`src/logic/flashPkg.sv`:
```
`default_nettype none

package flashPkg;

	// Word and address geometry
	localparam int addrWidth = 10;
	localparam int dataWidth = 16;
	localparam int bankCount = 2;
	localparam int bankDepth = 512;
	localparam int bankAddrWidth = $clog2(bankDepth);

	// Inclusive bounds of the I/O hole in the word address space
	localparam int mmioStart = 384;
	localparam int mmioEnd = 511;

	// Loader sequence points
	localparam int instLastAddr = mmioStart - 1;
	localparam int dataFirstAddr = mmioEnd + 1;
	localparam int dataLastAddr = bankCount * bankDepth - 1;

	// AXI4-Lite read side
	localparam int axiAddrWidth = 12;
	localparam int axiDataWidth = 32;
	localparam logic [1:0] respOkay = 2'b00;
	localparam logic [1:0] respSlvErr = 2'b10;

	// Boot image rule constants
	localparam logic [31:0] bootMultiplier = 32'd40503;
	localparam logic [dataWidth-1:0] bootMask = 16'h5A3C;

	// Boot image word for a given word address
	function automatic logic [dataWidth-1:0] bootWord(input logic [addrWidth-1:0] wordAddr);
		logic [31:0] product;
		product = 32'(wordAddr) * bootMultiplier;
		return product[dataWidth-1:0] ^ bootMask;
	endfunction

	// True when a word address falls inside the I/O hole
	function automatic logic inMmioHole(input logic [addrWidth-1:0] wordAddr);
		return (wordAddr >= addrWidth'(mmioStart)) && (wordAddr <= addrWidth'(mmioEnd));
	endfunction

endpackage

`default_nettype wire
```
`src/logic/bootFlasher.sv`:
```
`default_nettype none

module bootFlasher (
	input  logic                          clk,
	input  logic                          rst,
	input  logic                          clkEn,
	input  logic                          flashInit,
	output logic                          instFlashEn,
	output logic                          dataFlashEn,
	output logic [flashPkg::addrWidth-1:0] flashAddr,
	output logic [flashPkg::dataWidth-1:0] flashData,
	output logic                          systemEnable
);
	import flashPkg::*;

	typedef enum logic [1:0] {
		stateIdle,
		stateInst,
		stateData,
		stateDone
	} flashState_t;

	flashState_t state;
	logic [addrWidth-1:0] addrCount;

	// A write goes out on every enabled cycle of the two copy phases
	assign instFlashEn = clkEn && (state == stateInst);
	assign dataFlashEn = clkEn && (state == stateData);
	assign flashAddr = addrCount;
	assign flashData = bootWord(addrCount);

	always_ff @(posedge clk) begin
		if (rst) begin
			state <= stateIdle;
			addrCount <= '0;
			systemEnable <= 1'b0;
		end else begin
			case (state)
				stateIdle: begin
					// Start pulse is caught even on a disabled cycle
					if (flashInit) begin
						state <= stateInst;
						addrCount <= '0;
					end
				end
				stateInst: begin
					if (clkEn) begin
						if (addrCount == addrWidth'(instLastAddr)) begin
							// Jump over the I/O hole into data memory
							addrCount <= addrWidth'(dataFirstAddr);
							state <= stateData;
						end else begin
							addrCount <= addrCount + 1'b1;
						end
					end
				end
				stateData: begin
					if (clkEn) begin
						if (addrCount == addrWidth'(dataLastAddr)) begin
							state <= stateDone;
						end else begin
							addrCount <= addrCount + 1'b1;
						end
					end
				end
				stateDone: begin
					// Terminal until reset, so later start pulses do nothing
					if (clkEn) begin
						systemEnable <= 1'b1;
					end
				end
				default: begin
					state <= stateIdle;
				end
			endcase
		end
	end

	// Only one bank may be written in any cycle
	assert property (@(posedge clk) disable iff (rst)
		!(instFlashEn && dataFlashEn));

	// The hole must never receive a write
	assert property (@(posedge clk) disable iff (rst)
		(instFlashEn || dataFlashEn) |-> !inMmioHole(flashAddr));

endmodule

`default_nettype wire

```
`config.mk`:
```
export PLATFORM = sky130hd
export DESIGN_NAME = bootFlasher
export DESIGN_NICKNAME = d
export VERILOG_FILES = /design/src/logic/flashPkg.sv /design/src/logic/bootFlasher.sv
export SDC_FILE = /design/constraint.sdc
export NUM_CORES = 1
export LEC_CHECK = 0
export BUFFER_PORTS_ARGS = -buffer_cell sky130_fd_sc_hd__buf_2
export CORE_ASPECT_RATIO = 2
export CORE_MARGIN = 2
export CORE_UTILIZATION = 54
export CTS_CLUSTER_SIZE = 16
export DETAILED_ROUTE_END_ITERATION = 6
export PLACE_DENSITY = 0.89
export SYNTH_ARGS = -nofsm -noshare
export SYNTH_HDL_FRONTEND = slang
export SYNTH_SLANG_ARGS = --single-unit
```
`constraint.sdc`:
```
create_clock -name clk -period 5.3 [get_ports clk]
set_input_delay 1.06 -clock clk [delete_from_list [all_inputs] [get_ports clk]]
set_output_delay 1.06 -clock clk [all_outputs]
set_load 0.01 [all_outputs]
```
Yosys cells after proc, flatten, opt, wreduce, memory -nomap -nowiden

Index checks and enable logic that the tools add are counted.

$add $sub $neg: 1
Multipliers: 1
Divide/modulo/power cells: 0
Magnitude comparators: 0
Equal/unequal tests: 11
Shift-type cells: 0
Multiplexer cells: 12
Bitwise logic cells: 1
Reduce and logical (&&, ||, !) cells: 7

Operator list:

| cell                                                | number |
|---|---|
| two-way mux 10 bit                                  | 5 |
| case mux 10 bit (3 select lines)                    | 1 |
| multiplier 10 x 16 -> 16 bit, second input constant | 1 |
| adder 10 x 1 -> 10 bit, second input constant       | 1 |
| == test 10 bit, second input constant               | 1 |
| == test 10 x 9 -> 1 bit, second input constant      | 1 |
| two-way mux 2 bit                                   | 5 |
| != test 2 bit, second input constant                | 4 |
| inverter 8 bit                                      | 1 |
| case mux 2 bit (3 select lines)                     | 1 |
| AND reduction 6 bit                                 | 1 |
| AND reduction 5 bit                                 | 1 |
| == test 2 bit, second input constant                | 2 |
| != test 2 x 1 -> 1 bit, second input constant       | 2 |
| nonzero test 3 bit                                  | 1 |
| == test 2 x 1 -> 1 bit, second input constant       | 1 |
| logical AND 1 bit                                   | 2 |
| zero test 2 bit                                     | 1 |
| AND reduction 2 bit                                 | 1 |

Register bits: 13
Latch bits: 0
Bits in writable memories: 0
Bits in read-only memories: 0
Logic and storage cells: 36
Memories: 0

Depth between registers and ports, before layout

Depth after elaboration: 4
Gate-level depth with buffers: 16
Depth with buffers taken out: 16

Worst setup path after synthesis

Ideal clock, no wire load.

Kind: reg2out
From: register addrCount[7], in the netlist flashAddr[7]
To: output flashData[15] (netlist name)
Arrival time: 4.278 ns
Required time: 4.240 ns
Path slack: -0.038 ns
Cell stages (with the launch flop): 15
Buffers on the path: 0
Cell sequence: dfxtp_1 fa_1 inv_1 fa_1 inv_1 fa_1 fa_1 fa_1 ha_1 nand2_1 o21ai_0 a21oi_1 o21ai_0 o31ai_1 xnor2_1

Cells in the longest elaborated chain, start to end: 1

Ends and longest elaborated chain:

| what                         | line              | source |
|---|---|---|
| start, declared              | bootFlasher.sv:24 | `logic [addrWidth-1:0] addrCount;` |
| start signal, assigned       | bootFlasher.sv:50 | `addrCount <= addrWidth'(dataFirstAddr);` |
| start signal, assigned       | bootFlasher.sv:53 | `addrCount <= addrCount + 1'b1;` |
| start signal, assigned       | bootFlasher.sv:62 | `addrCount <= addrCount + 1'b1;` |
| multiplier 10 x 16 -> 16 bit | flashPkg.sv:34    | `product = 32'(wordAddr) * bootMultiplier;` |
| end, declared                | bootFlasher.sv:11 | `output logic [flashPkg::dataWidth-1:0] flashData,` |

No other way between the ends.

Worst setup path after layout

Ends and elaborated chain as after synthesis.

==> flow_metrics.env <==
export IMPL_status="finished, violations left"
export IMPL_violations="negative setup slack"
export IMPL_start_util_pct=55.09
export IMPL_cpPeakStageDelay_ns=0.57
export IMPL_yosysWarnings=0
export IMPL_synth_area_um2=2655
export IMPL_power_w=0.0007469
export IMPL_ys_seq_area_share_pct=9.802
export IMPL_grt_max_degree=12
export IMPL_grt_usage_pct=25.26
export IMPL_final_cell_area_um2=3269
export IMPL_nets=438
export IMPL_yosys_top_cells_area="ha_1 (25%), fa_1 (25%), inv_1 (10%)"
export IMPL_antenna_found_initial=0
export IMPL_finClkSkew_ns=0.006786
export IMPL_hold_violations=0
export IMPL_synth_seq_cells=13
export IMPL_die_w_um=53.58
export IMPL_post_place_ws_ns=-0.1659
export IMPL_avgSynthCellArea_um2=8.970
export IMPL_vias_per_cell=5.572
export IMPL_dr_pass1_iters=6
export IMPL_min_period_over_period_pct=104.1
export IMPL_ys_types=41
export IMPL_required_ns=4.24
export IMPL_place_hpwl_um=5323
export IMPL_io_buffer_count=32
export IMPL_placementRows=36
export IMPL_htreeDepth=1
export IMPL_ir_drop_mv=0.2862
export IMPL_avgRoutedWirePerCell_um=16.63
export IMPL_worst_path_buf_inv=3
export IMPL_synthFlopType="dfxtp_1"
export IMPL_drt_iter0_markers=42
export IMPL_antenna_cells=0
export IMPL_synth_net_count=386
export IMPL_die_area_um2=5528
export IMPL_finalCriticalPeriod_ns=5.517
export IMPL_synth_async_reset_ratio_pct=0
export IMPL_cts_hold_buf=0
export IMPL_vias=2251
export IMPL_wirelength_um=6717
export IMPL_cts_tree="built"
export IMPL_setup_worst_path_start_class="flip-flop"
export IMPL_cpMostUsedCell="fa_1"
export IMPL_clock_latency_ns=0.25
export IMPL_crit_chain="fa_1 > inv_2 > fa_1 > inv_1 > fa_1 > fa_2 > fa_1 > ha_4 > nand2_4 > o21ai_2 > a21oi_2 > o21ai_2 > o31ai_2 > xnor2_1 > buf_2"
export IMPL_synth_top_area_share_pct=24.98
export IMPL_power_density_nw_per_um2=228.5
export IMPL_setup_slack_ns=-0.2170
export IMPL_synth_cells=296
export IMPL_syn_to_final_growth_pct=23.14
export IMPL_grt_pass1_vias=2375
export IMPL_tightestPinTransition_ns=0.4094
export IMPL_grt_setup_unrepaired="yes"
export IMPL_setup_worst_path_class="reg -> out"
export IMPL_cp_top_family="adder cells"
export IMPL_cts_sinks=13
export IMPL_yosys_area_top_type="ha_1"
export IMPL_die_height_um=103.2
export IMPL_dpl_cell_area_um2=3000
export IMPL_tns_ns=-0.5958
export IMPL_fmax_ghz=0.1813
export IMPL_drv_slew=0
export IMPL_grt_ovfl_total=0
export IMPL_core_area_um2=4820
export IMPL_maxCapViolations=0
export IMPL_critPathArrivalTime_ns=4.46
export IMPL_slew_headroom_pct=72.70
export IMPL_drive_gt1_share_pct=29.68
export IMPL_drc_errors=0
export IMPL_io_pin_count=33
export IMPL_cpMaxStageDelayCell="fa_2"
export IMPL_worstHoldPathType="reg -> reg"
export IMPL_grt_pass1_wl_um=10160
export IMPL_crit_path_max_fanout=3
export IMPL_p_leak_nw=1.717
export IMPL_clk_pin_slew_worst_paths_ns=0.06
export IMPL_end_kind="output port"
export IMPL_routabilityCongestion=1.007
export IMPL_synth_edf_count=0
export IMPL_detail_route_antenna_nets=0
export IMPL_cts_made_buffers=3
export IMPL_finalSetupViolCount=4
export IMPL_max_clock_path_buffers=2
export IMPL_cts_root_buf="clkbuf_8"
worst paths after layout:
check	from	to	slack (ns)	cells past startpoint
worst max register to register	flashAddr[0]$_SDFFE_PP0P_	flashAddr[5]$_SDFFE_PP0P_	3.03	8
worst max-delay path	flashAddr[7]$_SDFFE_PP0P_	flashData[15]	-0.22	15
worst min-delay path	systemEnable$_SDFFE_PP0P_	systemEnable$_SDFFE_PP0P_	0.47	2
worst min register to register	systemEnable$_SDFFE_PP0P_	systemEnable$_SDFFE_PP0P_	0.47	2
flip-flops by register name (all words and copies together), names as in the netlist:
register      flops
state             2
systemEnable      1
flashAddr        10
power by group:
| group | switching (W) | leakage (nW) | internal (W) | total (W) |
|---|---|---|---|---|
| logic | 0.000314 | 1.58 | 0.000216 | 0.000530 |
| clock network | 0.0000363 | 0.0255 | 0.0000519 | 0.0000882 |
| registers | 0.0000173 | 0.108 | 0.000112 | 0.000129 |
metal layers:
metal | vias to the layer above | part of all wire [%] | track usage (%)
met5 | - | 0 | 0
met3 | 32 | 1.8 | 1.304
met2 | 61 | 59 | 51.76
met4 | 0 | 7.5 | 15.78
li1 | 1050 | - | -
met1 | 1108 | 32 | 21.40
worst reg2reg max path, stage by stage, from the launching register on:
cell and delay (ns):
dfxtp_1 0.31, buf_4 0.18, ha_1 0.27, and3_4 0.23, and4_4 0.21, a21o_1 0.24
or4_4 0.49, xor2_1 0.18, nor2_2 0.04
cells by family (layout without fill, tap and decap cells):
| logic type | after synthesis | in the layout | synth area share [%] |
|---|---|---|---|
| adders and majority gates | 86 | 86 | 49.86 |
| buffers and inverters | 74 | 125 | 10.89 |
| and+or+nand+nor | 58 | 58 | 11.69 |
| AOI/OAI and AO/OA | 37 | 37 | 8.341 |
| xor gates and xnor gates | 25 | 25 | 8.247 |
| DFF | 13 | 13 | 9.802 |
| muxes | 3 | 3 | 1.178 |
repair_timing:
action,CTS,global route
resized for setup,23,29
pin swaps,11,12
cloned,0,0
buffers inserted,2,0
endpoints found under the setup margin,7,7
metrics by stage:
step | utilization, % | hold WS, ns | std cells
2_1_floorplan | - | 0.5022 | 296
3_3_place_gp | 62.25 | 0.4493 | 400
3_5_place_dp | 62.25 | 0.4571 | 400
4_1_cts | 65.14 | 0.4726 | 405
5_1_grt | 67.83 | 0.4977 | 404
6_report | 67.83 | 0.4677 | 404
Yosys cell counts, types with 2 or more instances:
master	count
nand4b_1	2
ha_1	53
nand2_1	12
dfxtp_1	13
xor2_1	8
fa_1	33
nand4_1	4
nand2b_1	3
a21o_1	2
xnor2_1	17
nor2_1	17
nor3_1	2
a21oi_1	17
inv_1	71
and2_1	2
nand3_1	5
mux2i_1	2
nor2_2	2
o21ai_0	9
cell type report:
cell class / count / area [µm²]
flip-flops and latches: 13 / 269.0
clock buffers: 3 / 41.29
clock inverters: 1 / 5.005
repair buffers: 50 / 299.0
fillers: 351 / 1550
well taps: 57 / 71.32
multi-input cells: 209 / 2317
inverters: 71 / 266.5
cell usage in the layout (no fill, tap or decap), drive strengths merged, types with 3 or more instances in the layout:
cell type / Yosys / final
fa: 33 / 33
xor2: 8 / 8
inv: 71 / 71
nand2: 12 / 12
nand3: 5 / 5
xnor2: 17 / 17
nand4: 4 / 4
ha: 53 / 53
o21ai: 9 / 9
nor2: 19 / 19
buf: 2 / 50
nand2b: 3 / 3
dfxtp: 13 / 13
a21oi: 18 / 18
clkbuf: 1 / 3
(Power assumes the default switching activity.)
