<file path="src/logic/flashPkg.sv">
`default_nettype none

package flashPkg;

	// Word and address geometry
	localparam int addrWidth = 10;
	localparam int dataWidth = 16;
	localparam int bankCount = 2;
	localparam int bankDepth = 512;
	localparam int bankAddrWidth = $clog2(bankDepth);

	// Inclusive bounds of the I/O hole in the word address space
	localparam int mmioStart = 384;
	localparam int mmioEnd = 511;

	// Loader sequence points
	localparam int instLastAddr = mmioStart - 1;
	localparam int dataFirstAddr = mmioEnd + 1;
	localparam int dataLastAddr = bankCount * bankDepth - 1;

	// AXI4-Lite read side
	localparam int axiAddrWidth = 12;
	localparam int axiDataWidth = 32;
	localparam logic [1:0] respOkay = 2'b00;
	localparam logic [1:0] respSlvErr = 2'b10;

	// Boot image rule constants
	localparam logic [31:0] bootMultiplier = 32'd40503;
	localparam logic [dataWidth-1:0] bootMask = 16'h5A3C;

	// Boot image word for a given word address
	function automatic logic [dataWidth-1:0] bootWord(input logic [addrWidth-1:0] wordAddr);
		logic [31:0] product;
		product = 32'(wordAddr) * bootMultiplier;
		return product[dataWidth-1:0] ^ bootMask;
	endfunction

	// True when a word address falls inside the I/O hole
	function automatic logic inMmioHole(input logic [addrWidth-1:0] wordAddr);
		return (wordAddr >= addrWidth'(mmioStart)) && (wordAddr <= addrWidth'(mmioEnd));
	endfunction

endpackage

`default_nettype wire
</file>
<file path="src/logic/axiReadPort.sv">
`default_nettype none

module axiReadPort (
	input  logic                                           clk,
	input  logic                                           rst,
	input  logic                                           systemEnable,
	input  logic                                           ARVALID,
	output logic                                           ARREADY,
	input  logic [flashPkg::axiAddrWidth-1:0]               ARADDR,
	output logic                                           RVALID,
	input  logic                                           RREADY,
	output logic [flashPkg::axiDataWidth-1:0]               RDATA,
	output logic [1:0]                                     RRESP,
	output logic                                           readEn,
	output logic [flashPkg::bankAddrWidth-1:0]              readAddr,
	input  logic [flashPkg::bankCount-1:0][flashPkg::dataWidth-1:0] bankReadData
);
	import flashPkg::*;

	logic [addrWidth-1:0] arWordAddr;
	logic [addrWidth-1:0] wordAddr;
	logic addrErr;
	logic issue;
	logic arFire;
	logic rFire;

	// Byte address to word address
	assign arWordAddr = ARADDR[addrWidth:1];

	// One read in flight from AR transfer until R transfer
	assign ARREADY = !(issue || RVALID);
	assign arFire = ARVALID && ARREADY;
	assign rFire = RVALID && RREADY;

	// Bank access in the cycle after the AR transfer
	assign readEn = issue && !addrErr;
	assign readAddr = wordAddr[bankAddrWidth-1:0];

	// Top word address bit picks the bank
	assign RDATA = addrErr ? '0
		: axiDataWidth'(bankReadData[wordAddr[addrWidth-1]]);
	assign RRESP = addrErr ? respSlvErr : respOkay;

	always_ff @(posedge clk) begin
		if (arFire) begin
			wordAddr <= arWordAddr;
			// No access before boot completes or inside the I/O hole
			addrErr <= !systemEnable || inMmioHole(arWordAddr);
		end
	end

	always_ff @(posedge clk) begin
		if (rst) begin
			issue <= 1'b0;
			RVALID <= 1'b0;
		end else begin
			issue <= arFire;
			if (issue) begin
				RVALID <= 1'b1;
			end else if (rFire) begin
				RVALID <= 1'b0;
			end
		end
	end

	// Response holds steady while the master stalls
	assert property (@(posedge clk) disable iff (rst)
		(RVALID && !RREADY) |=> (RVALID && $stable(RDATA) && $stable(RRESP)));

endmodule

`default_nettype wire

</file>
<file path="config.mk">
export PLATFORM = sky130hd
export DESIGN_NAME = axiReadPort
export DESIGN_NICKNAME = d
export VERILOG_FILES = /design/src/logic/flashPkg.sv /design/src/logic/axiReadPort.sv
export SDC_FILE = /design/constraint.sdc
export NUM_CORES = 1
export LEC_CHECK = 0
export BUFFER_PORTS_ARGS = -buffer_cell sky130_fd_sc_hd__buf_2
export CORE_ASPECT_RATIO = 1.5
export CORE_UTILIZATION = 31
export DETAILED_ROUTE_END_ITERATION = 6
export GPL_ROUTABILITY_DRIVEN = 0
export PLACE_DENSITY = 0.76
export SLEW_MARGIN = 20
export SYNTH_ARGS = -nofsm -noshare
export SYNTH_HDL_FRONTEND = slang
export SYNTH_SLANG_ARGS = --single-unit
</file>
<file path="constraint.sdc">
create_clock -name clk -period 1.7 [get_ports clk]
set_input_delay 0.085 -clock clk [delete_from_list [all_inputs] [get_ports clk]]
set_output_delay 0.085 -clock clk [all_outputs]
set_load 0.02 [all_outputs]
</file>
Word-level counts from Yosys, hierarchy flattened:

Cells that the tools add are included.

* bits of input ports: 49
* bits in registers: 13
* output and inout port bits: 46
* logic and storage cells: 23

* mux-type cells: 6
* reduce and logical (&&, ||, !) cells: 10
* magnitude comparators: 3

Operators by type and width (number)
* $mux 16: 3
* $ge 10x9->1 const B: 1
* $le 10x9->1 const B: 1
* $logic_and 1x1->1: 4
* $logic_not 1->1: 3
* $logic_or 1x1->1: 2
* $lt 1x2->1 const B: 1
* $mux 1: 2
* $mux 2: 1
* $reduce_bool 2->1: 1

Logic depth before layout (Yosys ltp):

Gate-level depths: netlist of run 1.

* word-level depth: 3
* depth in mapped cells: 4
* depth with buffers taken out: 2

Worst setup path after synthesis of run 1:

OpenSTA, ideal clock, no wires.

* path type: register to register
* from: register RVALID
* to: register addrErr (enable)
* cell stages (with the launch flop): 2
* setup time: 397 ps
* period minus slack after synthesis: 1743 ps
* data required time: 1303 ps
* slack: -43 ps
* arrival time: 1346 ps
* buffers on the path: 0
* cell sequence: dfxtp_1 nor3b_1

* longest elaborated chain between the ends: 3

Ends and longest elaborated chain
* start: declaration: line axiReadPort.sv:10 `output logic RVALID,`
* start signal: assignment: line axiReadPort.sv:55 `RVALID <= 1'b0;`
* start signal: assignment: line axiReadPort.sv:59 `RVALID <= 1'b1;`
* start signal: assignment: line axiReadPort.sv:61 `RVALID <= 1'b0;`
* $logic_or 1x1->1: line axiReadPort.sv:31 `assign ARREADY = !(issue || RVALID);`
* $logic_not 1->1: line axiReadPort.sv:31
* $logic_and 1x1->1: line axiReadPort.sv:32 `assign arFire = ARVALID && ARREADY;`
* named net arFire: line axiReadPort.sv:24 `logic arFire;`
* end signal: assignment: line axiReadPort.sv:48 `addrErr <= !systemEnable || inMmioHole(arWordAddr);`
* end: declaration: line axiReadPort.sv:22 `logic addrErr;`

The timed path passes the listed nets, and every way through them passes these cells.
A chain may end at the register's enable or synchronous reset.

Final worst setup path of run 1:

* from: register wordAddr[9]
* to: output RDATA[1] in the netlist's numbering

* longest elaborated chain between the ends: 3

Ends and longest elaborated chain
* start: declaration: line axiReadPort.sv:21 `logic [addrWidth-1:0] wordAddr;`
* start signal: assignment: line axiReadPort.sv:46 `wordAddr <= arWordAddr;`
* $mux 16 (not written as such) (2 in series): line axiReadPort.sv:41 `: axiDataWidth'(bankReadData[wordAddr[addrWidth-1]]);`
* $mux 16: line axiReadPort.sv:40 `assign RDATA = addrErr ? '0`
* end: declaration: line axiReadPort.sv:12 `output logic [flashPkg::axiDataWidth-1:0] RDATA,`

Every way passes these cells. The select of a mux whose other input is x is not followed.

==> flow_summary_export.csv, run 1 <==
group,metric,value,unit
synth,synth-warning-count,0,
worst_hold_path,min_from,"rst",
timing,finalSetupViolations,0,
detailed_routing,drtAntennaViolNets,0,
place,io_buffers,75,
global_route,grtUsageTotal,12.13,%
cts,cts_buffer_depth,2,
floorplan,dieArea,3072,um2
place,dp_hpwl,1.523,mm
cells_and_area,drive_above_1_share,54.25,%
timing,skew,1.726,ps
worst_hold_path,holdPathEnd,"RVALID",
floorplan,rows,23,
worst_hold_path,hold_class,"in -> reg",
global_route,antenna_found_initial,0,
cts,cts_tree,"built",
worst_hold_path,whs_path_depth,2,
synth,synth.avg_cell_area,10.27,um2
synth,synth_cell_type_count,16,
detailed_routing,drt-initial-drc-count,7,
floorplan,die_h,67.38,um
setup_path,crit-reg2reg-launch,"RVALID",
cts,cts.reportedPaths.clkPinSlew,50,ps
cts,cts.hold.buffers_added,0,
cts,cts_resized,0,
global_route,grt_max_degree,19,
global_route,grt_pass1_vias,624,
setup_path,cp_max_fo,10,
power,pwr_density_cell,768.1,nW/um2
detailed_routing,finalWirelength,1.817,mm
global_route,overflow,0,
setup_path,r2r_end,"wordAddr[1]",
floorplan,io_pins,95,
setup_path,worst_ep_arrival_time,1260,ps
setup_path,cp-startpoint,"wordAddr[9]",
cells_and_area,nNetsFinal,203,
synth,ys_ff_latch,13,
setup_path,cp.required,1620,ps
cts,cts_buffers,3,
setup_path,cp-start-kind,"register",
global_route,grt_first_pass_wirelength,2.677,mm
cts,cts.sinks,13,
floorplan,start_util,33.01,%
detailed_routing,vias,754,
setup_path,endpoint_kind,"output port",
synth,ys_seq_area_share,41.93,%
place,pre_cts_slack,600.2,ps
timing,tightest_slew,576.5,ps
synth,synthCells,86,
cells_and_area,synthToLayoutAreaGrowth,35.27,%
timing,fin_ws,359.0,ps
setup_path,path_class,"reg -> out",
power,p_leak,0.6711,nW
cts,htree_levels,1,
timing,fin_tns_setup,0,ps
floorplan,die_x,45.59,um
setup_path,reg2reg_setup_slack,670,ps
floorplan,core_area,2676,um2
flow_run,drv_cap,0,
detailed_routing,drcViolationCount,0,
timing,period_needed,1341,ps
synth,synth_area,883.3,um2
power,power,917.8,uW
cts,root_buffer,"clkbuf_8",
timing,holdWs,6.804,ps
timing,hold_viol,0,
timing,max_freq,0.7457,GHz
status,status,"finished, final reports clean",
cts,clkLatencyLatePin,240,ps
power,irDropWorstVdd,0.0006134,V
cts,post_cts_buffers,0,
timing,rsz0062_at_grt,"no",
cells_and_area,n_antenna_cell,0,
timing,timing.final.crit_share,78.88,%
timing,maxSlewViolCount,0,
timing,max-slew-margin-rel,61.56,%
detailed_routing,viasPerCell,3.968,
detailed_routing,dr.pass1.iters,4,
detailed_routing,wl_per_cell,9.563,um
setup_path,worst_r2r_path_depth,2,
[state kept, by name, summed over array words and instances, names as in the netlist]
name      flops
wordAddr     10
addrErr       1
issue         1
RVALID        1
[cells in the mapped netlist]
cell      instances  share of area, %
a21oi_1           1              0.57
buf_12            1               2.3
buf_2             2               1.1
buf_4            27                23
buf_6             1               1.3
conb_1            1              0.42
dfxtp_1           2               4.5
edfxtp_1         11                37
inv_1             1              0.42
mux2i_1          16                18
nand2_1           1              0.42
nand2b_1          1              0.71
nor2_1           18               7.6
nor2b_1           1              0.71
nor3b_1           1              0.85
o21ai_0           1              0.57
[cell families (layout without fill, tap and decap cells)]
logic type	count (synthesis)	count (layout)	synth area share [%]
AOI/OAI and AO/OA	2	2	1.132
buffers and inverters	32	83	28.04
DFF	13	13	41.93
muxes	16	16	18.13
other	1	17	0.4245
and+or+nand+nor	22	22	10.34
[placed cells by master, fill, tap and decap left out]
| cell | count |
|---|---|
| buf_2 | 75 |
| nor2_1 | 18 |
| conb_1 | 17 |
| mux2i_1 | 16 |
| edfxtp_1 | 11 |
| clkbuf_8 | 3 |
| buf_4 | 3 |
| dfxtp_1 | 2 |
| nand2_1 | 1 |
| o21ai_0 | 1 |
| nor3b_2 | 1 |
| inv_1 | 1 |
| nand2b_1 | 1 |
| a21oi_1 | 1 |
| nor2b_1 | 1 |
| clkinv_2 | 1 |
[worst max path at each step]
| stage | endpoint | slack, ps | cells past startpoint |
|---|---|---|---|
| 6_report | RDATA[1] | 360 | 4 |
| 5_1_grt | RDATA[2] | 240 | 2 |
| 4_1_cts | RDATA[1] | 330 | 4 |
| 3_5_place_dp | RDATA[1] | 600 | 4 |
| 3_3_place_gp | RDATA[1] | 590 | 4 |
| 2_1_floorplan | addrErr | 350 | 1 |
[critical path: stages (launching register included)]
cell and delay (ps):
edfxtp_1 340, buf_4 220, mux2i_1 230, nor2_1 50
buf_2 180
[through the flow]
stage / util, % / instance area, um2 / std cells
global placement: 42.92 / 1149 / 186
global route: 44.65 / 1195 / 190
finish: 44.65 / 1195 / 190
floorplan: - / 948.4 / 102
CTS: 44.65 / 1195 / 190
detailed placement: 42.92 / 1149 / 186
[cell type report]
type,count,area (um2)
flip-flops and latches,13,370.4
multi-input cells,57,330.3
repair buffers,78,397.9
clock inverters,1,5.005
fillers,258,1481
inverters,1,3.754
clock buffers,3,41.29
well taps,37,46.29
[report_power, final]
group	total, mW	internal [mW]	switching, mW
combinational	0.263	0.103	0.160
clock	0.270	0.162	0.108
sequential	0.385	0.371	0.0142
total	0.918	0.636	0.282
[metal layers]
layer / vias up / track usage [%] / routed length, um
met5: - / 0 / 0
met4: 0 / 7.955 / 45
met3: 5 / 1.872 / 146
met2: 51 / 21.79 / 1002
met1: 327 / 12.35 / 622
li1: 371 / - / -
No activity file was read; power rests on OpenSTA's default activity.
==> run 2, diff against run 1 <==
Clock period 1.7 ns to 1.1 ns, I/O delays scaled along.
==> flow_summary_export.csv, run 2 (synthesized netlist as in run 1, its figures left out) <==
group,metric,value,unit
setup_path,endpoint_kind,"output port",
power,p_sw,481.6,uW
setup_path,worst_ep_arrival_time,1300,ps
cells_and_area,stdcell_area,1406,um2
timing,period_needed,1351,ps
setup_path,cp_top_family,"flip-flops",
cells_and_area,largest_reg_flops,10,
detailed_routing,viasPerCell,4.093,
cells_and_area,layout_commonest_cell,"buf_2",
global_route,grt_first_pass_wirelength,3.208,mm
floorplan,die_h,67.38,um
cells_and_area,layout.area.seq,374.1,um2
detailed_routing,drtAntennaViolNets,0,
cells_and_area,regMostFlops,"wordAddr",
timing,rsz0062_at_grt,"yes",
power,p_int,1.052,mW
status,status,"finished with violations",
detailed_routing,wl_per_cell,11.80,um
cells_and_area,synthToLayoutAreaGrowth,59.21,%
place,dpl-instance-area,1186,um2
setup_path,crit_buf_inv,2,
setup_path,cp_slowest_cell,"edfxtp_1",
floorplan,start_util,33.01,%
timing,maxSlewViolCount,0,
global_route,busiest_layer,"met2",
detailed_routing,vias,835,
setup_path,reg2reg_setup_slack,60,ps
timing,fin_tns_setup,-2912,ps
setup_path,cp_slowest_stage_delay,370,ps
cts,root_buffer,"clkbuf_8",
timing,max_freq,0.7403,GHz
cts,clkLatencyLatePin,250,ps
detailed_routing,drcViolationCount,0,
status,violations,"negative setup slack",
cells_and_area,nNetsFinal,217,
floorplan,io_pins,95,
power,irDropWorstVdd,0.001021,V
global_route,grt_pass1_vias,700,
cts,cts.reportedPaths.clkPinSlew,50,ps
global_route,gr-usage-met1,16.05,%
timing,finalSetupViolations,17,
cells_and_area,fill_cells,230,
cells_and_area,final_cell_mix,"63 x buf_2, 17 x nor2_1, 17 x conb_1, 15 x mux2i_1, 13 x buf_4",
cts,cts_buffers,3,
power,pwr_density_cell,1090,nW/um2
place,io_buffers,75,
timing,fin_ws,-250.8,ps
cts,cts.sinks,13,
timing,skew,1.088,ps
detailed_routing,dr.pass1.iters,4,
power,p_sw_share,31.41,%
timing,hold_viol,0,
floorplan,die_x,45.59,um
global_route,grt_use_met3,5.882,%
worst_hold_path,hold_class,"in -> reg",
global_route,antenna_found_initial,0,
setup_path,cp.required,1040,ps
power,p_seq_share,38.3,%
power,p_leak,0.7440,nW
setup_path,cp-start-kind,"register",
floorplan,rows,23,
cells_and_area,drive_above_1_share,53.29,%
floorplan,core_area,2676,um2
detailed_routing,drt-initial-drc-count,13,
setup_path,cp_cell_sequence,"buf_6 -> mux2i_1 -> nor2_1 -> buf_4",
detailed_routing,finalWirelength,2.407,mm
cells_and_area,n_antenna_cell,0,
setup_path,cp_max_fo,10,
cts,cts_tree,"built",
timing,timing.final.crit_share,122.8,%
global_route,grtUsageTotal,15.71,%
cts,cts_buffer_depth,2,
cells_and_area,multi_input_area,347.8,um2
global_route,overflow,0,
power,comb_power_share,33.5,%
global_route,grt_max_degree,13,
floorplan,dieArea,3072,um2
setup_path,path_class,"reg -> out",
place,dp_hpwl,1.510,mm
power,clkPwrFrac,28.2,%
global_route,grtUsageMet2,25.36,%
flow_run,drv_cap,0,
cts,htree_levels,1,
==> run 2: changes by cell type in the layout (fill, tap and decap cells not counted), sizes merged <==
cell	change
dlygate4sd3	+11
buf	+3
==> run 2: area by class of cell <==
class,instances,share of cell area [%]
clock inverters,1,0.3559
well taps,37,3.292
multi-input cells,57,24.73
repair buffers,92,41.81
clock buffers,3,2.936
flip-flops and latches,13,26.60
inverters,1,0.2669
==> run 2: final timing paths <==
kind	start	endpoint	cells past startpoint
min reg2reg	RVALID	RVALID	2
max reg2reg	issue	wordAddr[1]	2
max	wordAddr[9]	RDATA[1]	4
min	systemEnable	addrErr	2
==> run 2: power groups by stage <==
stage          registers (mW)  logic (mW)  clock network (mW)
5_1_grt                 0.591       0.550               0.455
2_1_floorplan           0.596       0.343                   0
6_report                0.587       0.514               0.432
4_1_cts                 0.586       0.485               0.435
3_3_place_gp            0.593       0.433                   0
3_5_place_dp            0.594       0.439                   0
==> run 2: metal layers <==
layer	vias to the layer above	wire (um)	part of all wire, %
met5	-	0	0
met4	0	62	2.6
met3	5	239	9.9
met2	61	1223	51
met1	369	881	37
li1	400	-	-
==> run 2: timing repair <==
action                                  CTS  global route
resized for setup                        10            11
endpoints found under the hold margin    12             0
setup buffers                             0             0
hold buffers                             11             0
gates cloned                              0             1
endpoints found under the setup margin   17            17
==> run 2: stage by stage <==
stage / std cells / total power, mW / setup slack (ps) / hold WS, ps / utilization (%)
5_1_grt: 204 / 1.596 / -285.4 / 77.22 / 52.55
3_3_place_gp: 188 / 1.027 / 78.42 / 227.0 / 44.32
2_1_floorplan: 102 / 0.9384 / -36.89 / 114.4 / -
4_1_cts: 203 / 1.505 / -227.3 / 55.23 / 51.19
6_report: 204 / 1.533 / -250.8 / 60.42 / 52.55
3_5_place_dp: 188 / 1.033 / 41.45 / 231.2 / 44.32
==> run 2: worst reg2reg max path: stages, from the launching register on <==
cell	delay [ps]
dfxtp_1	340
nor3b_4	250
buf_12	170
==> run 3, diff against run 2 <==
Settings changed: CELL_PAD_IN_SITES_DETAIL_PLACEMENT set to 1, CELL_PAD_IN_SITES_GLOBAL_PLACEMENT set to 1, CORE_UTILIZATION 31 to 20, PLACE_DENSITY 0.76 to not set, PLACE_DENSITY_LB_ADDON set to 0.1.
==> flow_summary_export.csv, run 3 (synthesized netlist as in run 1, its figures left out) <==
group,metric,value,unit
status,status,"finished with violations",
status,violations,"negative setup slack",
detailed_routing,dr.pass1.iters,3,
detailed_routing,vias,831,
cts,cts.sinks,13,
power,p_leak,0.7492,nW
cts,cts_buffers,3,
timing,hold_viol,0,
timing,skew,1.471,ps
place,dp_hpwl,1.851,mm
timing,fin_tns_setup,-2432,ps
cells_and_area,layout.area.seq,374.1,um2
cts,root_buffer,"clkbuf_8",
timing,max_freq,0.7859,GHz
cells_and_area,final_cell_mix,"60 x buf_2, 17 x nor2_1, 17 x conb_1, 16 x mux2i_1, 13 x buf_4",
worst_hold_path,min_from,"ARADDR[8]",
cells_and_area,n_antenna_cell,0,
place,pre_cts_slack,70.33,ps
cells_and_area,stdcell_count,211,
cts,htree_levels,1,
timing,rsz0062_at_grt,"yes",
worst_hold_path,whs_path_depth,1,
cts,cts_buffer_depth,2,
power,clkPwrFrac,26.9,%
detailed_routing,drt-initial-drc-count,16,
cells_and_area,stdcell_area,1436,um2
cells_and_area,layout_commonest_cell,"buf_2",
power,pwr_density_cell,1055,nW/um2
floorplan,die_x,56.27,um
place,dpl-instance-area,1195,um2
worst_hold_path,hold_class,"in -> reg",
timing,maxSlewViolCount,0,
detailed_routing,finalWirelength,2.374,mm
cells_and_area,synthToLayoutAreaGrowth,62.61,%
timing,timing.final.crit_share,115.7,%
setup_path,cp_max_fo,16,
setup_path,worst_r2r_path_depth,2,
floorplan,rows,29,
detailed_routing,viasPerCell,3.938,
timing,fin_ws,-172.5,ps
timing,finalSetupViolations,17,
setup_path,crit-reg2reg-launch,"issue",
floorplan,io_pins,95,
cells_and_area,largest_reg_flops,10,
cells_and_area,postLayoutCoreUtil,33.83,%
setup_path,r2r_end,"wordAddr[7]",
setup_path,worst_ep_arrival_time,1220,ps
power,p_sw_share,29.60,%
cts,cts_tree,"built",
cells_and_area,nNetsFinal,215,
global_route,overflow,0,
worst_hold_path,holdPathEnd,"wordAddr[7]",
global_route,grt_first_pass_wirelength,3.726,mm
detailed_routing,drtAntennaViolNets,0,
cells_and_area,drive_above_1_share,52.12,%
power,p_int,1.067,mW
cells_and_area,regMostFlops,"wordAddr",
cts,clkLatencyLatePin,240,ps
global_route,grt_pass1_vias,837,
global_route,grtUsageTotal,9.863,%
detailed_routing,drcViolationCount,0,
power,comb_power_share,34.2,%
setup_path,reg2reg_setup_slack,60,ps
floorplan,core_area,4245,um2
floorplan,start_util,20.81,%
floorplan,dieArea,4692,um2
setup_path,path_class,"reg -> out",
timing,period_needed,1272,ps
cts,cts.reportedPaths.clkPinSlew,50,ps
place,place_inst,195,
flow_run,drv_cap,0,
setup_path,endpoint_kind,"output port",
detailed_routing,wl_per_cell,11.25,um
cells_and_area,multi_input_area,344.1,um2
floorplan,die_h,83.40,um
global_route,antenna_found_initial,0,
power,p_seq_share,38.9,%
power,p_sw,448.7,uW
place,io_buffers,75,
setup_path,cp-start-kind,"register",
cells_and_area,fill_cells,497,
power,irDropWorstVdd,0.0007082,V
global_route,grt_max_degree,17,
setup_path,cp.required,1040,ps
## run 3: changes by cell type in the layout (fill, tap and decap cells not counted), sizes merged
cell	change
buf	-2
clkbuf	+2
clkinv	-1
dlygate4sd3	-1
## run 3: stage by stage
stage	hold WS [ps]	power [mW]
finish	11.09	1.516
CTS	4.304	1.532
global route	5.337	1.603
global placement	226.4	1.034
detailed placement	221.9	1.042
floorplan	114.4	0.9384
## run 3: worst max-delay path: stages, from the launching register on
cell	delay, ps
edfxtp_1	410
buf_12	180
mux2i_1	120
nor2_1	110
buf_4	160
## run 3: layout make-up
type	count	share of cell area, %
Timing Repair Buffer	90	42.60
Sequential cell	13	26.05
Multi-Input combinational cell	57	23.95
Tap cell	46	4.007
Clock buffer	4	3.136
Inverter	1	0.2613
## run 3: how the worst max path moves through the flow
stage,cells past startpoint,endpoint,from,slack [ps]
2_1_floorplan,1,addrErr,RVALID,-40
3_3_place_gp,2,wordAddr[2],issue,70
3_5_place_dp,2,wordAddr[2],issue,70
4_1_cts,4,RDATA[0],wordAddr[9],-180
5_1_grt,4,RDATA[5],wordAddr[9],-240
6_report,4,RDATA[8],wordAddr[9],-170
## run 3: routing by layer
metal / GRT usage, % / share of wire [%] / up-vias
met4: 3.326 / 1.2 / 0
met2: 19.48 / 55 / 56
met1: 10.27 / 34 / 377
met5: 0 / 0 / -
met3: 1.246 / 9.4 / 3
li1: - / - / 395
## run 3: power by group through the flow
stage | logic [mW] | registers (mW) | clock network (mW)
2_1_floorplan | 0.343 | 0.596 | 0
5_1_grt | 0.558 | 0.594 | 0.452
3_5_place_dp | 0.447 | 0.595 | 0
4_1_cts | 0.515 | 0.590 | 0.427
6_report | 0.518 | 0.589 | 0.408
3_3_place_gp | 0.440 | 0.594 | 0
## run 3: timing repair
item,CTS,global route
hold endpoints to repair,10,1
gates resized for setup,20,3
setup endpoints to repair,17,18
buffers inserted,0,0
pin swaps,0,1
hold buffers,9,1
gates cloned,1,1
